<file path="src/hw/mouse_pkg.sv">
`default_nettype none

package mouse_pkg;

  ////////////////////////////////////////////////////////////
  // widths
  ////////////////////////////////////////////////////////////

  typedef logic [31:0] word_t;    // data and address
  typedef logic [4:0]  reg_idx_t; // gpr index
  typedef logic [4:0]  opcode_t;  // inst[6:2], low bits always 2'b11
  typedef logic [2:0]  funct3_t;

  ////////////////////////////////////////////////////////////
  // opcode map, subset only
  ////////////////////////////////////////////////////////////

  localparam opcode_t OPC_LOAD   = 5'b00_000;
  localparam opcode_t OPC_OP_IMM = 5'b00_100;
  localparam opcode_t OPC_STORE  = 5'b01_000;
  localparam opcode_t OPC_OP     = 5'b01_100;
  localparam opcode_t OPC_LUI    = 5'b01_101;
  localparam opcode_t OPC_BRANCH = 5'b11_000;
  localparam opcode_t OPC_JAL    = 5'b11_011;
  localparam opcode_t OPC_SYSTEM = 5'b11_100; // ecall halts

  // alu funct3, R and I type
  localparam funct3_t F3_ADD  = 3'b000; // sub when funct7[5] on OP
  localparam funct3_t F3_SLT  = 3'b010;
  localparam funct3_t F3_SLTU = 3'b011;
  localparam funct3_t F3_XOR  = 3'b100;
  localparam funct3_t F3_OR   = 3'b110;
  localparam funct3_t F3_AND  = 3'b111;

  // branch funct3, bit 1 picks unsigned
  localparam funct3_t F3_BEQ  = 3'b000;
  localparam funct3_t F3_BNE  = 3'b001;
  localparam funct3_t F3_BLT  = 3'b100;
  localparam funct3_t F3_BGE  = 3'b101;
  localparam funct3_t F3_BLTU = 3'b110;
  localparam funct3_t F3_BGEU = 3'b111;

  ////////////////////////////////////////////////////////////
  // grouped signals
  ////////////////////////////////////////////////////////////

  typedef struct packed {
    logic        wen; // write enable
    word_t       adr; // byte address
    logic [3:0]  ben; // byte enables
    word_t       wdt; // write data
  } bus_req_t;

  typedef struct packed {
    opcode_t  opc;
    reg_idx_t rd;
    reg_idx_t rs1;
    reg_idx_t rs2;
    funct3_t  fn3;
    logic     alt; // funct7[5]
    word_t    imm; // sign extended, format picked by opcode
  } dec_t;

  typedef struct packed {
    word_t alu;  // selected alu result
    word_t sum;  // raw adder, also load/store address
    logic  take; // branch condition
  } exe_t;

  // core phases
  typedef enum logic [2:0] {
    ph_fetch,
    ph_rs1,
    ph_rs2,
    ph_exec,
    ph_halt
  } phase_t;

endpackage

`default_nettype wire

</file>
<file path="src/hw/mouse_decode.sv">
`timescale 1ns/100ps
`default_nettype none

module mouse_decode (
  input  wire  mouse_pkg::word_t inw, // instruction word
  output var   mouse_pkg::dec_t  dec
);

  ////////////////////////////////////////////////////////////
  // immediate formats
  ////////////////////////////////////////////////////////////

  mouse_pkg::word_t imm_i; // alu imm, load
  mouse_pkg::word_t imm_s; // store
  mouse_pkg::word_t imm_b; // branch offset
  mouse_pkg::word_t imm_u; // lui
  mouse_pkg::word_t imm_j; // jal offset

  assign imm_i = {{21{inw[31]}}, inw[30:20]};
  assign imm_s = {{21{inw[31]}}, inw[30:25], inw[11:7]};
  assign imm_b = {{20{inw[31]}}, inw[7], inw[30:25], inw[11:8], 1'b0};
  assign imm_u = {inw[31:12], 12'd0};
  assign imm_j = {{12{inw[31]}}, inw[19:12], inw[20], inw[30:21], 1'b0};

  ////////////////////////////////////////////////////////////
  // fields
  ////////////////////////////////////////////////////////////

  always_comb begin
    dec.opc = inw[6:2];   // [1:0] ignored
    dec.rd  = inw[11:7];
    dec.rs1 = inw[19:15];
    dec.rs2 = inw[24:20];
    dec.fn3 = inw[14:12];
    dec.alt = inw[30];    // sub select
    // only the format of this opcode leaves the decoder
    case (inw[6:2])
      mouse_pkg::OPC_STORE:  dec.imm = imm_s;
      mouse_pkg::OPC_BRANCH: dec.imm = imm_b;
      mouse_pkg::OPC_LUI:    dec.imm = imm_u;
      mouse_pkg::OPC_JAL:    dec.imm = imm_j;
      default:               dec.imm = imm_i; // op_imm, load, system
    endcase
  end

endmodule

`default_nettype wire

</file>
<file path="src/hw/mouse_execute.sv">
`timescale 1ns/100ps
`default_nettype none

module mouse_execute (
  input  wire  mouse_pkg::dec_t  dec,
  input  wire  mouse_pkg::word_t op1,
  input  wire  mouse_pkg::word_t op2,
  output var   mouse_pkg::exe_t  exe
);

  logic             is_bra;  // branch compare
  logic             is_alu;  // op or op_imm
  logic             sub;     // adder subtracts
  logic             sgn;     // signed compare
  logic [32:0]      add_a;
  logic [32:0]      add_b;
  logic [32:0]      add_s;   // bit 32 is the less-than flag when subtracting
  logic             lt;
  logic             eq;
  mouse_pkg::word_t log_out;
  mouse_pkg::word_t alu;
  logic             take;

  assign is_bra = dec.opc == mouse_pkg::OPC_BRANCH;
  assign is_alu = (dec.opc == mouse_pkg::OPC_OP) || (dec.opc == mouse_pkg::OPC_OP_IMM);

  // sub only on OP, addi with a negative imm has bit 30 set
  assign sub = is_bra | (is_alu & ((dec.fn3 == mouse_pkg::F3_SLT) |
                                   (dec.fn3 == mouse_pkg::F3_SLTU) |
                                   ((dec.fn3 == mouse_pkg::F3_ADD) & dec.alt &
                                    (dec.opc == mouse_pkg::OPC_OP))));
  assign sgn = is_bra ? ~dec.fn3[1] : (dec.fn3 == mouse_pkg::F3_SLT);

  ////////////////////////////////////////////////////////////
  // single 33 bit adder
  ////////////////////////////////////////////////////////////

  assign add_a = {sgn & op1[31], op1};                // sign or zero extend
  assign add_b = {sgn & op2[31], op2} ^ {33{sub}};    // invert for subtract
  assign add_s = add_a + add_b + {32'd0, sub};        // carry in completes negation
  assign lt    = add_s[32];
  assign eq    = add_s[31:0] == '0;

  assign log_out = (dec.fn3 == mouse_pkg::F3_XOR) ? (op1 ^ op2) :
                   (dec.fn3 == mouse_pkg::F3_OR)  ? (op1 | op2) :
                                                    (op1 & op2);

  always_comb begin
    case (dec.fn3)
      mouse_pkg::F3_SLT,
      mouse_pkg::F3_SLTU: alu = {31'd0, lt};
      mouse_pkg::F3_XOR,
      mouse_pkg::F3_OR,
      mouse_pkg::F3_AND:  alu = log_out;
      default:            alu = add_s[31:0]; // add, sub
    endcase
    case (dec.fn3)
      mouse_pkg::F3_BEQ:  take = eq;
      mouse_pkg::F3_BNE:  take = ~eq;
      mouse_pkg::F3_BLT,
      mouse_pkg::F3_BLTU: take = lt;
      mouse_pkg::F3_BGE,
      mouse_pkg::F3_BGEU: take = ~lt;
      default:            take = 1'b0;
    endcase
  end

  assign exe = '{alu: alu, sum: add_s[31:0], take: is_bra & take};

endmodule

`default_nettype wire

</file>
<file path="src/hw/mouse_result.sv">
`timescale 1ns/100ps
`default_nettype none

module mouse_result (
  input  wire  mouse_pkg::dec_t  dec,
  input  wire  mouse_pkg::exe_t  exe,
  input  wire  mouse_pkg::word_t pc,      // address of current instruction
  output var   mouse_pkg::word_t wb,      // write-back word
  output var   mouse_pkg::word_t pc_next
);

  mouse_pkg::word_t pc_inc; // sequential
  mouse_pkg::word_t pc_tgt; // jal and branch target
  logic             jump;

  assign pc_inc = pc + 32'd4;
  assign pc_tgt = pc + dec.imm;

  // jal always, branch only when its condition holds
  assign jump    = (dec.opc == mouse_pkg::OPC_JAL) | exe.take;
  assign pc_next = jump ? pc_tgt : pc_inc;

  ////////////////////////////////////////////////////////////
  // write-back select
  ////////////////////////////////////////////////////////////

  always_comb begin
    case (dec.opc)
      mouse_pkg::OPC_LUI: wb = dec.imm;  // upper imm as is
      mouse_pkg::OPC_JAL: wb = pc_inc;   // link
      default:            wb = exe.alu;  // load data muxed in the core
    endcase
  end

endmodule

`default_nettype wire

</file>
<file path="src/hw/mouse_core.sv">
`timescale 1ns/100ps
`default_nettype none

module mouse_core #(
  parameter mouse_pkg::word_t RST_ADR = 32'h0000_0000, // first fetch
  parameter mouse_pkg::word_t GPR_ADR = 32'h0000_0f80  // 128 byte aligned gpr base
)(
  input  wire                       clk,
  input  wire                       rst,
  output logic                      bus_vld,
  output var   mouse_pkg::bus_req_t bus_req,
  input  wire                       bus_rdy,
  input  wire  mouse_pkg::word_t    bus_rdt, // valid the cycle after a read
  output logic                      halted
);

  mouse_pkg::phase_t phase;
  mouse_pkg::phase_t phase_nxt;
  logic              run;      // low for the first cycle after reset
  logic              req_vld;  // phase wants a transfer
  logic              adv;      // phase completes this cycle
  logic              done;     // last phase of the instruction
  logic              use_rs2;
  mouse_pkg::word_t  pc;
  mouse_pkg::word_t  inw_buf;  // instruction word
  mouse_pkg::word_t  rs1_buf;  // rs1 value, needed after rs2 read
  mouse_pkg::word_t  inw;
  mouse_pkg::word_t  op1;
  mouse_pkg::word_t  op2;
  mouse_pkg::word_t  wb;
  mouse_pkg::word_t  pc_next;
  mouse_pkg::dec_t   dec;
  mouse_pkg::exe_t   exe;

  // register file word address
  function automatic mouse_pkg::word_t gpr_adr(input mouse_pkg::reg_idx_t idx);
    return {GPR_ADR[31:7], idx, 2'b00};
  endfunction

  ////////////////////////////////////////////////////////////
  // datapath
  ////////////////////////////////////////////////////////////

  assign inw = (phase == mouse_pkg::ph_rs1) ? bus_rdt : inw_buf; // fresh fetch in rs1

  assign use_rs2 = (dec.opc == mouse_pkg::OPC_OP) || (dec.opc == mouse_pkg::OPC_BRANCH);
  assign op1     = (phase == mouse_pkg::ph_exec) ? rs1_buf : bus_rdt; // rs1 on bus in rs2 phase
  assign op2     = use_rs2 ? bus_rdt : dec.imm;

  mouse_decode u_dec (.inw(inw), .dec(dec));

  mouse_execute u_exe (.dec(dec), .op1(op1), .op2(op2), .exe(exe));

  mouse_result u_res (.dec(dec), .exe(exe), .pc(pc), .wb(wb), .pc_next(pc_next));

  ////////////////////////////////////////////////////////////
  // phase control and bus requests
  ////////////////////////////////////////////////////////////

  always_comb begin
    req_vld   = 1'b0;
    done      = 1'b0;
    phase_nxt = phase;
    bus_req   = '{wen: 1'b0, adr: pc, ben: 4'hf, wdt: '0}; // fetch by default
    case (phase)
      mouse_pkg::ph_fetch: begin
        req_vld   = 1'b1;
        phase_nxt = mouse_pkg::ph_rs1;
      end
      mouse_pkg::ph_rs1: begin
        case (dec.opc)
          mouse_pkg::OPC_LUI,
          mouse_pkg::OPC_JAL: begin
            req_vld   = dec.rd != '0; // x0 write skipped
            bus_req   = '{wen: 1'b1, adr: gpr_adr(dec.rd), ben: 4'hf, wdt: wb};
            phase_nxt = mouse_pkg::ph_fetch;
            done      = 1'b1;
          end
          mouse_pkg::OPC_SYSTEM: phase_nxt = mouse_pkg::ph_halt;
          default: begin
            req_vld   = 1'b1;
            bus_req   = '{wen: 1'b0, adr: gpr_adr(dec.rs1), ben: 4'hf, wdt: '0};
            phase_nxt = mouse_pkg::ph_rs2;
          end
        endcase
      end
      mouse_pkg::ph_rs2: begin
        phase_nxt = mouse_pkg::ph_exec;
        case (dec.opc)
          mouse_pkg::OPC_OP,
          mouse_pkg::OPC_STORE,
          mouse_pkg::OPC_BRANCH: begin
            req_vld = 1'b1;
            bus_req = '{wen: 1'b0, adr: gpr_adr(dec.rs2), ben: 4'hf, wdt: '0};
          end
          mouse_pkg::OPC_OP_IMM: begin
            req_vld   = dec.rd != '0;
            bus_req   = '{wen: 1'b1, adr: gpr_adr(dec.rd), ben: 4'hf, wdt: wb};
            phase_nxt = mouse_pkg::ph_fetch;
            done      = 1'b1;
          end
          mouse_pkg::OPC_LOAD: begin
            req_vld = 1'b1;
            bus_req = '{wen: 1'b0, adr: exe.sum, ben: 4'hf, wdt: '0}; // rs1+imm
          end
          default: begin // unsupported, step over
            phase_nxt = mouse_pkg::ph_fetch;
            done      = 1'b1;
          end
        endcase
      end
      mouse_pkg::ph_exec: begin
        phase_nxt = mouse_pkg::ph_fetch;
        done      = 1'b1;
        case (dec.opc)
          mouse_pkg::OPC_OP: begin
            req_vld = dec.rd != '0;
            bus_req = '{wen: 1'b1, adr: gpr_adr(dec.rd), ben: 4'hf, wdt: wb};
          end
          mouse_pkg::OPC_LOAD: begin
            req_vld = dec.rd != '0;
            bus_req = '{wen: 1'b1, adr: gpr_adr(dec.rd), ben: 4'hf, wdt: bus_rdt};
          end
          mouse_pkg::OPC_STORE: begin
            req_vld = 1'b1;
            bus_req = '{wen: 1'b1, adr: exe.sum, ben: 4'hf, wdt: bus_rdt}; // rs2 on bus
          end
          default: req_vld = 1'b0; // branch resolves without a transfer
        endcase
      end
      default: phase_nxt = mouse_pkg::ph_halt; // stays until reset
    endcase
  end

  assign bus_vld = run & req_vld;
  assign adv     = run & (~req_vld | bus_rdy); // wait out back-pressure
  assign halted  = phase == mouse_pkg::ph_halt;

  always_ff @(posedge clk or posedge rst) begin
    if (rst) begin
      run   <= 1'b0;
      phase <= mouse_pkg::ph_fetch;
      pc    <= RST_ADR;
    end else begin
      run <= 1'b1;
      if (adv) begin
        phase <= phase_nxt;
        if (done) pc <= pc_next; // instruction retires
      end
    end
  end

  // bus_rdt holds through stalls, each buffer follows it for its whole phase
  always_ff @(posedge clk) begin
    if (phase == mouse_pkg::ph_rs1) inw_buf <= bus_rdt;
    if (phase == mouse_pkg::ph_rs2) rs1_buf <= bus_rdt;
  end

endmodule

`default_nettype wire

</file>
<file path="config.mk">
export PLATFORM = sky130hd
export DESIGN_NAME = mouse_core
export DESIGN_NICKNAME = d
export VERILOG_FILES = /design/src/hw/mouse_pkg.sv /design/src/hw/mouse_decode.sv /design/src/hw/mouse_execute.sv /design/src/hw/mouse_result.sv /design/src/hw/mouse_core.sv
export SDC_FILE = /design/constraint.sdc
export NUM_CORES = 1
export LEC_CHECK = 0
export BUFFER_PORTS_ARGS = -buffer_cell sky130_fd_sc_hd__buf_2
export CAP_MARGIN = 15
export CELL_PAD_IN_SITES_DETAIL_PLACEMENT = 0
export CELL_PAD_IN_SITES_GLOBAL_PLACEMENT = 1
export CORE_AREA = 2 2 175 177
export CTS_BUF_LIST = sky130_fd_sc_hd__clkbuf_4 sky130_fd_sc_hd__clkbuf_8 sky130_fd_sc_hd__clkbuf_16
export DETAILED_ROUTE_END_ITERATION = 10
export DIE_AREA = 0 0 177 179
export PLACE_DENSITY_LB_ADDON = 0.1
export SYNTH_ARGS = -nofsm -noshare
export SYNTH_HDL_FRONTEND = slang
export SYNTH_SLANG_ARGS = --single-unit
</file>
<file path="constraint.sdc">
create_clock -name clk -period 12.8 [get_ports clk]
set_input_delay 1.28 -clock clk [delete_from_list [all_inputs] [get_ports clk]]
set_output_delay 1.28 -clock clk [all_outputs]
set_load 0.02 [all_outputs]
</file>
==> results.yml <==
final_layout:
  n_antenna_cell: 0
  finalNetCount: 1940
  design_area_sq_um: 14400
  fill_cells: 3098
  drive_gt1_share_pct: 11.5
  areaGrowthSynthToFinish_pct: 8.81
global_routing:
  grt_pass1_vias: 13000
  gr-total-overflow: 0
  grt_pass1_wl_mm: 85.1
  grt_max_degree: 71
  track_usage_pct: 36.4
  grt_use_met2_pct: 51.8
  grt_use_met1_pct: 53.8
  gr-max-usage-layer: "met1"
  grt_use_met3_pct: 6.89
  antenna_found_initial: 1
yosys:
  ys_seq_elements: 98
  yosys_warnings: 0
  yosysSeqAreaShare_pct: 18.6
  async_reset_ff_share_pct: 36.7
  yosysTopAreaCellShare_pct: 12.0
  syn_avg_cell_area_sq_um: 7.60
  synth-main-ff-cell: "dfrtp_1"
  synth_most_common_cell: "a21oi_1"
  synth_cell_type_count: 87
  synthTopCellsByArea: "ha_1, edfxtp_1, dfrtp_1"
  synth.top_cells.by_count: "a21oi_1, nand2_1, nor2_1"
  synth_area_sq_um: 13200
  synth-edff-count: 32
  yosysTopAreaCell: "ha_1"
  syn_inst: 1741
sta:
  fin_skew_ps: 16.3
  rsz0062_at_grt: "false"
  finalHoldViolations: 0
  tns_ps: 0
  fin_crit_sh_pct: 82.4
  worst_slew_pin_slew_ps: 1070
  fmax_mhz: 94.8
  slew_headroom_pct: 27.8
  finalSetupViolCount: 0
  period_minus_slack_ps: 10550
  drv_slew: 0
floorplanning:
  core_area_sq_um: 30000
  start_util_pct: 44.0
  die-area_sq_um: 31700
  die-height_microns: 179
  rows: 64
  die_width_microns: 177
  io_pins: 106
routing:
  via_per_inst: 6.53
  wire_per_inst_microns: 26.6
  vias: 14200
  routed_wl_mm: 57.9
  drt-pass1-iter-count: 5
  ant_nets: 0
  route.detailed.drc: 0
  drt_iter0_drc: 1923
setup_path:
  critPathLaunch: "phase[0]"
  crit-reg2reg-launch: "phase[0]"
  cp_max_fo: 40
  end_kind: "primary output"
  cp-start-kind: "register"
  crit_required_ps: 11520
  critPathKind: "reg2out"
  crit_arrival_ps: 9270
  rr_worst_depth: 27
clocking:
  hold_buffers: 0
  cts_buffers: 9
  cts_setup_buffers: 0
  clk_pin_slew_ps: 90
  cts_buffer_depth: 2
  cts_max_level: 3
  cts_resized: 0
  insertion_delay_ps: 400
  cts_tree: "yes"
  cts_sinks: 98
  cts_root_buffer: "clkbuf_16"
worst_hold_path:
  hold_depth: 2
  hold_class: "reg2reg"
  worstHoldStart: "inw_buf[18]"
job:
  drv_cap: 0
placement:
  place.detailed.hpwl_mm: 44.2
  dpl_cell_area_sq_um: 14100
  portBuffers: 101
  gp_congestion: 1.03
power:
  cellPowerDensity_nw_per_um2: 57.4
  p_leak_nw: 6.22
  max-vdd-ir-drop_v: 0.0000639
status:
  status: "complete, no violations"
layout by cell type (no fill, tap or decap), types with 19 or more instances in the layout:
cell / Yosys / final
o221ai_1: 36 / 35
ha_1: 127 / 127
inv_1: 109 / 108
buf_4: 5 / 38
and3_1: 26 / 26
xnor2_1: 58 / 58
o21ai_0: 95 / 95
a21oi_1: 157 / 156
nor2b_1: 20 / 20
nand3_1: 52 / 52
a21o_1: 30 / 30
nor2_1: 133 / 132
a211oi_1: 29 / 29
dfrtp_1: 36 / 36
o211ai_1: 24 / 24
nand2_1: 146 / 145
mux2i_1: 75 / 74
edfxtp_1: 32 / 32
nor3_1: 40 / 38
a32oi_1: 19 / 19
xor2_1: 56 / 56
buf_2: 6 / 101
a22o_1: 25 / 25
dfxtp_1: 30 / 30
state kept, by name, indices dropped and copies added, names as in the netlist:
signal,flops
inw_buf,30
pc,32
phase,3
rs1_buf,32
run,1
cells by family (layout without fill, tap and decap cells):
family	Yosys count	after routing	synth area share (%)
xor+xnor	114	114	7.55
mux	83	83	6.38
fa+ha+maj	129	129	12.3
compound gates	559	559	28.4
flops	98	98	18.6
simple gates	526	526	19.7
other cells	1	5	0.0283
buf+inv	231	267	6.98
critical path: stages (launching register included):
cell	delay, ps
dfrtp_1	740
or3b_2	490
buf_4	320
mux2i_1	770
clkinv_1	520
and2_1	300
and3_1	260
nor2_1	280
o22ai_1	180
inv_1	150
o21ai_0	170
xnor2_1	230
fa_1	470
a21o_1	210
a311oi_1	500
or4_1	220
a21boi_0	190
a211o_1	340
a2111o_1	420
a31o_2	260
a21oi_1	170
xnor2_1	190
a22o_1	270
a222oi_1	400
o21ai_0	190
a22oi_1	180
o221ai_1	200
buf_2	240
power breakdown:
part           switching [mW]  total, mW  internal, mW
Sequential            0.00109      0.325         0.324
Clock                   0.164      0.314         0.151
Combinational           0.129      0.187        0.0580
Total                   0.294      0.826         0.533
final timing paths:
kind / end / slack, ps
worst min register to register: inw_buf[18] / 450
max in group asynchronous: pc[31] / 11300
worst min-delay path: inw_buf[18] / 450
min in group asynchronous: run / 770
worst max register to register: pc[25] / 2920
worst max-delay path: bus_req[30] / 2250
layer usage:
layer	routed length, microns	vias to the layer above
li1	-	6497
met1	26400	6798
met2	23600	803
met3	5850	114
met4	2030	2
met5	15	-
final cells by class:
class	instances	area, sq um	area share, %
clock inverters	6	66.3	0.461
clock buffers	10	250	1.74
multi-input cells	1416	9910	68.8
flip-flops and latches	98	2460	17.1
well taps	396	495	3.44
inverters	112	420	2.92
repair buffers	139	791	5.49
stage by stage:
step | utilization [%] | cells | hold WS [ps] | setup slack [ps] | power (mW)
finish | 47.9 | 2177 | 453 | 2250 | 0.826
global route | 47.9 | 2177 | 490 | 1820 | 0.854
CTS | 47.9 | 2177 | 455 | 2420 | 0.825
detailed placement | 46.9 | 2161 | 432 | 2870 | 0.511
global placement | 46.9 | 2161 | 427 | 3090 | 0.510
floorplan | - | 1745 | 417 | 4690 | 0.443
Note: power is estimated with default switching activity, not from simulation.
